`src/logic/cart_cfg.svh`:
```
/*
 * Cartridge loader configuration
 * Bus widths, cartridge header addresses and the size of the game quirk table
 */

`ifndef CART_CFG_SVH
`define CART_CFG_SVH

// Host download port
`define CART_ADDR_W 25
`define CART_DATA_W 16

// Region letters, both bytes of the first word and the low byte of the second
`define HDR_REGION_ADDR_A 25'h1F0
`define HDR_REGION_ADDR_B 25'h1F2

// First word after the header
`define HDR_END_ADDR 25'h200

// Product ID words and the address at which the ID is complete
`define HDR_ID_ADDR_0 25'h182
`define HDR_ID_ADDR_1 25'h184
`define HDR_ID_ADDR_2 25'h186
`define HDR_ID_ADDR_3 25'h188
`define HDR_ID_ADDR_4 25'h18A
`define HDR_ID_DONE_ADDR 25'h18C

// Entries in the per-game quirk table
`define QUIRK_TABLE_SIZE 24

`endif

```
`src/logic/cart_pkg.sv`:
```
/*
 * Cartridge loader types
 * Download port bundle, region codes, header region flags and quirk flags
 */

`default_nettype none

`include "cart_cfg.svh"

package cart_pkg;

	// Host download port as seen by every stage
	typedef struct packed {
		logic                    download;
		logic                    wr;
		logic [`CART_ADDR_W-1:0] addr;
		logic [`CART_DATA_W-1:0] data;
		logic [7:0]              index;
	} ioctl_bus_t;

	// Console region, same coding as the system status bits
	typedef enum logic [1:0] {
		REGION_JP = 2'd0,
		REGION_US = 2'd1,
		REGION_EU = 2'd2
	} region_t;

	// Region letters found in the header
	typedef struct packed {
		logic hdr_j;
		logic hdr_u;
		logic hdr_e;
	} hdr_flags_t;

	// Compatibility quirks, sram in the top bit down to schan in bit 0
	typedef struct packed {
		logic sram;
		logic eeprom;
		logic noram;
		logic fifo;
		logic pier;
		logic svp;
		logic fmbusy;
		logic schan;
	} quirk_t;

endpackage

`default_nettype wire

```
`src/logic/header_decode.sv`:
```
/*
 * Cartridge header decode
 * Snoops download writes for the region letters and the product ID,
 * and flags the end of the header
 */

`timescale 1ns/10ps
`default_nettype none

`include "cart_cfg.svh"

module header_decode (
	input  logic                   clk_sys,
	input  logic                   rst,
	input  cart_pkg::ioctl_bus_t   ioctl,
	output cart_pkg::hdr_flags_t   hdr_flags,
	output logic                   hdr_ready,
	output logic [63:0]            cart_id
);

	logic                 dl_prev;
	logic                 dl_start;
	logic                 dl_end;
	logic                 wr_hit;
	logic                 region_wr;
	cart_pkg::hdr_flags_t region_bits;

	// One region letter, anything printable from 0 to Z that is not J or U means EU
	function automatic cart_pkg::hdr_flags_t decode_letter(input logic [7:0] ch);
		cart_pkg::hdr_flags_t f;
		f = '0;
		if (ch == "J")
			f.hdr_j = 1'b1;
		else if (ch == "U")
			f.hdr_u = 1'b1;
		else if (ch >= "0" && ch <= "Z")
			f.hdr_e = 1'b1;
		return f;
	endfunction

	assign dl_start = ioctl.download & ~dl_prev;
	assign dl_end   = dl_prev & ~ioctl.download;
	assign wr_hit   = ioctl.download & ioctl.wr;

	assign region_wr = wr_hit &&
		(ioctl.addr == `HDR_REGION_ADDR_A || ioctl.addr == `HDR_REGION_ADDR_B);

	always_comb begin
		region_bits = decode_letter(ioctl.data[7:0]);
		// High byte only counts in the first word
		if (ioctl.addr == `HDR_REGION_ADDR_A)
			region_bits = cart_pkg::hdr_flags_t'(region_bits | decode_letter(ioctl.data[15:8]));
	end

	always_ff @(posedge clk_sys) begin
		if (rst) begin
			dl_prev   <= 1'b0;
			hdr_flags <= '0;
			hdr_ready <= 1'b0;
		end else begin
			dl_prev <= ioctl.download;

			if (dl_start)
				hdr_flags <= '0;
			else if (region_wr)
				hdr_flags <= cart_pkg::hdr_flags_t'(hdr_flags | region_bits);

			if (dl_end)
				hdr_ready <= 1'b0;
			else if (wr_hit && ioctl.addr == `HDR_END_ADDR)
				hdr_ready <= 1'b1;
		end
	end

	// Product ID, bytes arrive swapped within each word
	always_ff @(posedge clk_sys) begin
		if (wr_hit) begin
			case (ioctl.addr)
				`HDR_ID_ADDR_0: cart_id[63:56] <= ioctl.data[15:8];
				`HDR_ID_ADDR_1: cart_id[55:40] <= {ioctl.data[7:0], ioctl.data[15:8]};
				`HDR_ID_ADDR_2: cart_id[39:24] <= {ioctl.data[7:0], ioctl.data[15:8]};
				`HDR_ID_ADDR_3: cart_id[23:8]  <= {ioctl.data[7:0], ioctl.data[15:8]};
				`HDR_ID_ADDR_4: cart_id[7:0]   <= ioctl.data[7:0];
				default: ;
			endcase
		end
	end

	// Region flags only move during a download
	flags_quiet_when_idle: assert property (@(posedge clk_sys) disable iff (rst)
		!ioctl.download |=> $stable(hdr_flags));

endmodule

`default_nettype wire

```
`src/logic/quirk_match.sv`:
```
/*
 * Game quirk match
 * Compares the header product ID with the known game table when the ID is complete
 */

`timescale 1ns/10ps
`default_nettype none

`include "cart_cfg.svh"

module quirk_match (
	input  logic                 clk_sys,
	input  logic                 rst,
	input  cart_pkg::ioctl_bus_t ioctl,
	input  logic [63:0]          cart_id,
	output cart_pkg::quirk_t     quirks
);

	// Bit positions in quirk_t
	localparam logic [2:0] Q_SRAM   = 3'd7;
	localparam logic [2:0] Q_EEPROM = 3'd6;
	localparam logic [2:0] Q_NORAM  = 3'd5;
	localparam logic [2:0] Q_FIFO   = 3'd4;
	localparam logic [2:0] Q_PIER   = 3'd3;
	localparam logic [2:0] Q_SVP    = 3'd2;
	localparam logic [2:0] Q_FMBUSY = 3'd1;
	localparam logic [2:0] Q_SCHAN  = 3'd0;

	//////////////////////////////////////////////////////////////////////////
	// Known games, first entry wins
	//////////////////////////////////////////////////////////////////////////

	localparam logic [63:0] GAME_ID [`QUIRK_TABLE_SIZE] = '{
		"T-081276", "T-81406 ", "T-081586", "T-81576 ", "T-81476 ",
		"MK-1215 ", "G-4060  ", "00001211", "MK-1228 ", "G-5538  ",
		"00004076", "T-12046 ", "T-12053 ", "G-4524  ",
		"T-113016", "T-89016 ", "T-574023", "T-574013",
		"MK-1229 ", "G-7001  ", "T-35036 ", "T-25073 ", "MK-1137-",
		"T-68???-"
	};

	localparam logic [2:0] GAME_FLAG [`QUIRK_TABLE_SIZE] = '{
		Q_SRAM, Q_SRAM, Q_SRAM, Q_SRAM, Q_SRAM,
		Q_EEPROM, Q_EEPROM, Q_EEPROM, Q_EEPROM, Q_EEPROM,
		Q_EEPROM, Q_EEPROM, Q_EEPROM, Q_EEPROM,
		Q_NORAM, Q_FIFO, Q_PIER, Q_PIER,
		Q_SVP, Q_SVP, Q_FMBUSY, Q_FMBUSY, Q_FMBUSY,
		Q_SCHAN
	};

	logic       dl_prev;
	logic       id_done;
	logic [7:0] match_vec;

	assign id_done = ioctl.download & ioctl.wr & (ioctl.addr == `HDR_ID_DONE_ADDR);

	// Scan from the end so the lowest matching entry is left standing
	always_comb begin
		match_vec = '0;
		for (int i = `QUIRK_TABLE_SIZE - 1; i >= 0; i--) begin
			if (cart_id == GAME_ID[i]) begin
				match_vec = '0;
				match_vec[GAME_FLAG[i]] = 1'b1;
			end
		end
	end

	always_ff @(posedge clk_sys) begin
		if (rst) begin
			dl_prev <= 1'b0;
			quirks  <= '0;
		end else begin
			dl_prev <= ioctl.download;
			if (ioctl.download & ~dl_prev)
				quirks <= '0;
			else if (id_done)
				quirks <= cart_pkg::quirk_t'(quirks | match_vec);
		end
	end

	// One game, one quirk
	single_quirk: assert property (@(posedge clk_sys) disable iff (rst)
		$onehot0(quirks));

endmodule

`default_nettype wire

```
`src/logic/region_select.sv`:
```
/*
 * Console region select
 * Picks the region from the header letters or the file index once the header is in
 */

`timescale 1ns/10ps
`default_nettype none

module region_select (
	input  logic                 clk_sys,
	input  logic                 rst,
	input  cart_pkg::ioctl_bus_t ioctl,
	input  cart_pkg::hdr_flags_t hdr_flags,
	input  logic                 hdr_ready,
	input  logic                 auto_region_off,
	input  logic                 region_from_header,
	input  logic [1:0]           region_priority,
	output cart_pkg::region_t    region_req,
	output logic                 region_set
);

	logic ready_prev;
	logic ready_rise;
	logic ready_fall;

	// First letter present in priority order, else the order's own default
	function automatic cart_pkg::region_t pick_region(
		input cart_pkg::hdr_flags_t f,
		input logic [1:0]           prio
	);
		cart_pkg::region_t r;
		case (prio)
			2'd0: r = f.hdr_u ? cart_pkg::REGION_US :
				f.hdr_e ? cart_pkg::REGION_EU :
				f.hdr_j ? cart_pkg::REGION_JP : cart_pkg::REGION_US;
			2'd1: r = f.hdr_e ? cart_pkg::REGION_EU :
				f.hdr_u ? cart_pkg::REGION_US :
				f.hdr_j ? cart_pkg::REGION_JP : cart_pkg::REGION_EU;
			2'd2: r = f.hdr_u ? cart_pkg::REGION_US :
				f.hdr_j ? cart_pkg::REGION_JP :
				f.hdr_e ? cart_pkg::REGION_EU : cart_pkg::REGION_US;
			default: r = f.hdr_j ? cart_pkg::REGION_JP :
				f.hdr_u ? cart_pkg::REGION_US :
				f.hdr_e ? cart_pkg::REGION_EU : cart_pkg::REGION_JP;
		endcase
		return r;
	endfunction

	assign ready_rise = hdr_ready & ~ready_prev;
	assign ready_fall = ready_prev & ~hdr_ready;

	always_ff @(posedge clk_sys) begin
		if (rst) begin
			ready_prev <= 1'b0;
			region_set <= 1'b0;
		end else begin
			ready_prev <= hdr_ready;
			if (ready_rise && !auto_region_off)
				region_set <= region_from_header ? 1'b1 : |ioctl.index;
			if (ready_fall)
				region_set <= 1'b0;
		end
	end

	// Requested region, held until the next header
	always_ff @(posedge clk_sys) begin
		if (ready_rise && !auto_region_off) begin
			if (region_from_header)
				region_req <= pick_region(hdr_flags, region_priority);
			else
				region_req <= cart_pkg::region_t'(ioctl.index[7:6]);
		end
	end

	// Header mode only ever yields JP, US or EU
	header_region_valid: assert property (@(posedge clk_sys) disable iff (rst)
		(ready_rise && !auto_region_off && region_from_header) |=> region_req != 2'd3);

endmodule

`default_nettype wire

```
`src/logic/rom_write_ctrl.sv`:
```
/*
 * ROM write control
 * Forwards download words to memory over a toggle request/acknowledge pair,
 * holds the host in wait while a write is open and latches the ROM size
 */

`timescale 1ns/10ps
`default_nettype none

`include "cart_cfg.svh"

module rom_write_ctrl (
	input  logic                    clk_sys,
	input  logic                    rst,
	input  cart_pkg::ioctl_bus_t    ioctl,
	input  logic                    rom_wrack,
	output logic                    ioctl_wait,
	output logic                    rom_wr,
	output logic [`CART_ADDR_W-2:0] rom_addr,
	output logic [`CART_DATA_W-1:0] rom_din,
	output logic [`CART_ADDR_W-1:0] rom_sz
);

	logic dl_prev;
	logic dl_start;
	logic dl_end;
	logic wr_hit;

	assign dl_start = ioctl.download & ~dl_prev;
	assign dl_end   = dl_prev & ~ioctl.download;
	assign wr_hit   = ioctl.download & ioctl.wr;

	always_ff @(posedge clk_sys) begin
		if (rst) begin
			dl_prev    <= 1'b0;
			ioctl_wait <= 1'b0;
			rom_wr     <= 1'b0;
			rom_sz     <= '0;
		end else begin
			dl_prev <= ioctl.download;

			// Last address of the image is its size
			if (dl_end) begin
				rom_sz     <= ioctl.addr;
				ioctl_wait <= 1'b0;
			end

			if (dl_start) begin
				rom_wr <= 1'b0;
			end else if (ioctl.download) begin
				if (ioctl.wr) begin
					ioctl_wait <= 1'b1;
					rom_wr     <= ~rom_wr;
				end else if (ioctl_wait && rom_wr == rom_wrack) begin
					ioctl_wait <= 1'b0;
				end
			end
		end
	end

	// Word address and byte-swapped data for the memory
	always_ff @(posedge clk_sys) begin
		if (wr_hit && !dl_start) begin
			rom_addr <= ioctl.addr[`CART_ADDR_W-1:1];
			rom_din  <= {ioctl.data[7:0], ioctl.data[15:8]};
		end
	end

	// A request toggle needs a host write or a fresh download behind it
	wr_toggle_source: assert property (@(posedge clk_sys) disable iff (rst)
		$changed(rom_wr) |-> $past(wr_hit || dl_start));

endmodule

`default_nettype wire

```
`src/logic/cart_loader.sv`:
```
/*
 * Cartridge loader top level
 * Write forwarding, header decode, region select and game quirk match
 */

`timescale 1ns/10ps
`default_nettype none

`include "cart_cfg.svh"

module cart_loader (
	input  logic                    clk_sys,
	input  logic                    rst,
	input  cart_pkg::ioctl_bus_t    ioctl,
	input  logic                    auto_region_off,
	input  logic                    region_from_header,
	input  logic [1:0]              region_priority,
	output logic                    ioctl_wait,
	output logic                    rom_wr,
	output logic [`CART_ADDR_W-2:0] rom_addr,
	output logic [`CART_DATA_W-1:0] rom_din,
	input  logic                    rom_wrack,
	output logic [`CART_ADDR_W-1:0] rom_sz,
	output cart_pkg::region_t       region_req,
	output logic                    region_set,
	output cart_pkg::quirk_t        quirks
);

	cart_pkg::hdr_flags_t hdr_flags;
	logic                 hdr_ready;
	logic [63:0]          cart_id;

	////////////////////////////////////////////////////////////////////////////
	// Header snoop
	////////////////////////////////////////////////////////////////////////////

	header_decode header_decode_inst (
		.clk_sys   (clk_sys),
		.rst       (rst),
		.ioctl     (ioctl),
		.hdr_flags (hdr_flags),
		.hdr_ready (hdr_ready),
		.cart_id   (cart_id)
	);

	quirk_match quirk_match_inst (
		.clk_sys (clk_sys),
		.rst     (rst),
		.ioctl   (ioctl),
		.cart_id (cart_id),
		.quirks  (quirks)
	);

	region_select region_select_inst (
		.clk_sys            (clk_sys),
		.rst                (rst),
		.ioctl              (ioctl),
		.hdr_flags          (hdr_flags),
		.hdr_ready          (hdr_ready),
		.auto_region_off    (auto_region_off),
		.region_from_header (region_from_header),
		.region_priority    (region_priority),
		.region_req         (region_req),
		.region_set         (region_set)
	);

	////////////////////////////////////////////////////////////////////////////
	// Memory side
	////////////////////////////////////////////////////////////////////////////

	rom_write_ctrl rom_write_ctrl_inst (
		.clk_sys    (clk_sys),
		.rst        (rst),
		.ioctl      (ioctl),
		.rom_wrack  (rom_wrack),
		.ioctl_wait (ioctl_wait),
		.rom_wr     (rom_wr),
		.rom_addr   (rom_addr),
		.rom_din    (rom_din),
		.rom_sz     (rom_sz)
	);

endmodule

`default_nettype wire

```
`config.mk`:
```
export PLATFORM = sky130hd
export DESIGN_NAME = cart_loader
export DESIGN_NICKNAME = d
export VERILOG_FILES = /design/src/logic/cart_pkg.sv /design/src/logic/header_decode.sv /design/src/logic/quirk_match.sv /design/src/logic/region_select.sv /design/src/logic/rom_write_ctrl.sv /design/src/logic/cart_loader.sv
export VERILOG_INCLUDE_DIRS = /design/src /design/src/logic
export SDC_FILE = /design/constraint.sdc
export NUM_CORES = 1
export LEC_CHECK = 0
export BUFFER_PORTS_ARGS = -buffer_cell sky130_fd_sc_hd__buf_2
export CELL_PAD_IN_SITES_DETAIL_PLACEMENT = 1
export CELL_PAD_IN_SITES_GLOBAL_PLACEMENT = 1
export CORE_MARGIN = 5
export CORE_UTILIZATION = 46
export CTS_CLUSTER_DIAMETER = 200
export CTS_CLUSTER_SIZE = 16
export DETAILED_ROUTE_END_ITERATION = 12
export GPL_TIMING_DRIVEN = 0
export MAX_ROUTING_LAYER = met4
export PLACE_DENSITY_LB_ADDON = 0.05
export SLEW_MARGIN = 20
export SYNTH_ARGS = -nofsm -noshare
export SYNTH_HDL_FRONTEND = slang
export SYNTH_SLANG_ARGS = --single-unit
```
`constraint.sdc`:
```
create_clock -name clk_sys -period 4.68 [get_ports clk_sys]
set_input_delay 0.468 -clock clk_sys [delete_from_list [all_inputs] [get_ports clk_sys]]
set_output_delay 0.468 -clock clk_sys [all_outputs]
set_load 0.1 [all_outputs]
```
==> results.md <==
- The number of cells in the finished layout apart from fillers is 849.
- The part of the Yosys area used for sequential elements is 65.69%.
- The synthesized netlist devotes 7.169% of its cell area to compound gates.
- The setup skew after layout is about 0.0090 ns.
- For this design the static power due to leakage is 2.673 nW.
- After the first detailed-routing iteration, the DRC count stood at ~300.
- The clock-pin slew reported for the worst setup and hold paths after clock tree synthesis is ~0.060 ns.
- For the worst setup path, the data required time is 5.03 ns.
- The flow ran to the end, and the final reports show no timing, DRC or antenna violations.
- The number of global-route vias before repair came to 5621.
- IR analysis of the VDD net gives a maximum drop of 291.8 uV.
- The aggregate global-route resource usage is about 28%.
- The fill cell total of the finished layout is 1418.
- The worst setup path is captured at a flop.
- For this run the aggregate overflow at the end of global routing stands at 0.
- The sequential cell area in the final layout is 4024 um^2.
- At the worst endpoint, the arrival time is between 3 and 4 ns.
- The top cell types in the final layout, fill and taps aside, are sky130_fd_sc_hd__buf_2 (135), sky130_fd_sc_hd__edfxtp_1 (106), sky130_fd_sc_hd__nand2_1 (70).
- The initial utilization of the core area, before any placement, comes to 46.63%.
- The number of antenna diodes in the final layout is 0.
- In this run, CTS created clock tree buffers numbering 17.
- The path class of the lowest-slack min-delay path is primary input to flop.
- The post-synthesis sequential element count is 148.
- Setup repair after global routing left no endpoint under its margin.
- The clock latency on the worst-skew pair is 0.42 ns.
- Summing over every cut layer, the via total after detailed routing is 5069.
- The minimum clock period after layout is 2.868 ns.
- The DRC violation count after routing is 0.
- The number of antenna violations at the first check in global routing is 0.
- The routed wire length on met2 is 11.37 mm.
- After detailed routing, the wire length on met1 is 7.226 mm.
- The maximum number of pins on one net before global-route repair is 27.
- In this run the count of I/O pins placed on the die edge is 136.
- The worst hold slack is 0.2530 ns.
- The synthesized netlist contains 56 unique library cells.
- The fraction of layout cells with a size suffix above 1 is 27.93%.
- TritonCTS built the clock tree.
- The count of endpoints failing hold in the final timing report is 0.
- Dividing the synthesized area by the synthesized cell count gives approximately 12 um^2.
- The average detailed-routed wire length per instance is 24.37 um.
- The count of nets left with antenna violations once routing finished came out at 0.
- Once the clock tree was built, the resizer swapped 0 gates to a different size.
- The most used flip-flop cell after synthesis is sky130_fd_sc_hd__edfxtp_1.
- The highest metal layer carrying signal wires in the routed design is met4.
- The y dimension of the die is 125.4 um.
- Buffers placed on the I/O ports in this run total 134.
- Once placement completed, the tool counted placed cells totaling 817.
- Summing the areas of all fa, ha and maj instances in the mapped netlist gives 0% of the synthesized area.
- The post-route setup TNS is 0 ns.
- The worst pin sits at a relative slew slack of 35.90%.
- The met3 wirelength from detailed routing is 1.079 mm.
- The max-capacitance violation count is 0.
- The HPWL after detailed placement is 14.82 mm.
- The async set-reset flop share out of synthesis is 0%.
- The number of nets in the synthesized netlist is between 500 and 600.
- The cell chosen for the clock root is sky130_fd_sc_hd__clkbuf_16.
- The footprint of the multi-input gates is slightly above 2000 um^2.
- The fraction of the mapped netlist area in simple logic gates is 25.31%.
- The H-tree was split into 4 levels.
- The routed wire length is between 20 and 25 mm.
- The library cell used most frequently in the layout, excluding fill and tap cells, is sky130_fd_sc_hd__buf_2.
- STA classifies the critical path startpoint as a flop.
- The synthesis-to-finish area growth is 24.67%.
- Dividing the detail-routed via count by the number of cells gives 5.971.
- The final count of pins violating max slew is 0.
- The critical path class is flop to flop.
- Of the post-synthesis cell area, the part taken by muxes is 0.1634%.
- At the end of routability-driven placement, the weighted congestion stood at 0.9224.
- The synthesized instance count is 506.
- In this run the standard cell core region covers around 13000 um^2.
- The width of the die is roughly 130 um.
- Static timing analysis puts the maximum clock frequency at 0.3486 GHz.
- The number of warnings issued by yosys is 0.
- Setup violations remaining at the end of the flow were counted as 0.
- CTS saw 148 sinks.
- The overall die area is 15730 um^2.
- The cell area after technology mapping is about 6100 um^2.
- After synthesis, the largest family of logic cells by area is simple AND/OR/NAND/NOR gates.
- The final-stage net count is between 700 and 800.
- The post-CTS setup buffer count is 0.
- The number of rows in the core area is 42.
- At the pin with the least slew margin, the transition time is 0.9486 ns.
- The power density of the placed cells is 390.9 nW/um^2.
- The first global-routing pass estimated about 32 mm of wire.
- The first-pass iteration count of the detailed router is 5.
- The number of synthesized flops with an enable pin is 106.
- Along the worst path, the maximum fanout reaches 5.
- The ratio of final minimum period to clock period is about three fifths.
- The cts-stage hold buffer count is 0.
- The xor and xnor area share after synthesis is less than 1%.
- No sink is reached through more buffers than the 2 on the longest clock path.
-- path summary, 6_finish.rpt --
check / from / endpoint / slack [ns] / depth (start not counted)
worst max register to register: header_decode_inst.cart_id[0] / quirk_match_inst.quirks[6] / 1.81 / 6
worst min-delay path: ioctl[35] / rom_write_ctrl_inst.rom_addr[10] / 0.25 / 1
worst max-delay path: header_decode_inst.cart_id[0] / quirk_match_inst.quirks[6] / 1.81 / 6
worst min register to register: rom_write_ctrl_inst.rom_sz[10] / rom_write_ctrl_inst.rom_sz[10] / 0.45 / 2
-- synthesized netlist by cell type, drive strengths merged, types with 2 or more instances --
library cell  count  area, um^2
a2111oi           3       26.28
a21o              3       22.52
a21oi            37       185.2
a22oi             2       15.01
a311oi            2       17.52
a31oi             4       25.02
and2              4       25.02
and4              5       43.79
clkbuf           10       37.54
dfxtp            42       840.8
edfxtp          106        3183
inv               9       33.78
nand2            70       262.8
nand2b            6       37.54
nand3            18       90.09
nand3b            4       33.78
nand4            15       93.84
nand4b            6       52.55
nand4bb           4       45.04
nor2             38       142.6
nor2b             6       37.54
nor3             18       95.09
nor3b             5       37.54
nor4             29       209.0
nor4bb            5       50.05
o21ai            10       50.05
or3               3       18.77
or3b              3       26.28
or4               7       60.06
or4b              7       77.58
or4bb             7       78.83
xor2              2       17.52
-- metal layers --
| metal | track usage (%) | vias to the layer above |
|---|---|---|
| met3 | 6.013 | 69 |
| met5 | - | - |
| met1 | 27.74 | 2502 |
| li1 | - | 2267 |
| met2 | 49.57 | 231 |
| met4 | 14.92 | 0 |
-- through the flow --
step                setup WS [ns]  instance area (um^2)  total power [mW]  utilization, %
floorplan                   1.728                  6126             1.591               -
global placement           0.8393                  7017             1.661           53.41
detailed placement          1.479                  7052             1.670           53.68
CTS                         1.888                  7632             3.000           58.10
global route                1.806                  7637             3.085           58.13
finish                      1.812                  7637             2.986           58.13
-- where the power goes --
group	switching [mW]	leakage, nW	internal [mW]
Combinational	0.180	1.09	0.0433
Clock	0.550	0.283	0.788
Sequential	0.00665	1.30	1.42
Total	0.737	2.67	2.25
-- worst max-delay path, cell delays in order (launching register included) --
cell and delay, ns:
sky130_fd_sc_hd__edfxtp_1 0.47, sky130_fd_sc_hd__or4_1 0.59, sky130_fd_sc_hd__nor2_1 0.35, sky130_fd_sc_hd__o2111ai_1 0.20, sky130_fd_sc_hd__a2111oi_0 0.75, sky130_fd_sc_hd__a2111oi_0 0.25, sky130_fd_sc_hd__o21ai_1 0.19
-- registers in the layout (all words and copies together) (netlist names) --
signal,flops
rom_write_ctrl_inst.ioctl_wait,1
rom_write_ctrl_inst.dl_prev,1
region_select_inst.region_req,2
rom_write_ctrl_inst.rom_sz,25
rom_write_ctrl_inst.rom_wr,1
region_select_inst.ready_prev,1
header_decode_inst.hdr_flags,3
rom_write_ctrl_inst.rom_addr,24
header_decode_inst.hdr_ready,1
rom_write_ctrl_inst.rom_din,16
region_select_inst.region_set,1
quirk_match_inst.quirks,8
header_decode_inst.cart_id,64
-- layout make-up --
class | count | area share (%)
multi-input cells | 338 | 26.79
repair buffers | 135 | 9.043
flip-flops and latches | 148 | 52.69
clock buffers | 17 | 5.570
inverters | 9 | 0.4423
well taps | 176 | 2.883
clock inverters | 15 | 2.031
plain buffers | 11 | 0.5570
-- cells by family after synthesis --
family	Yosys count
and+or+nand+nor	264
xor gates and xnor gates	3
buffers and inverters	20
DFF	148
AOI/OAI and AO/OA	70
muxes	1
Power figures use the tool's default switching activity.
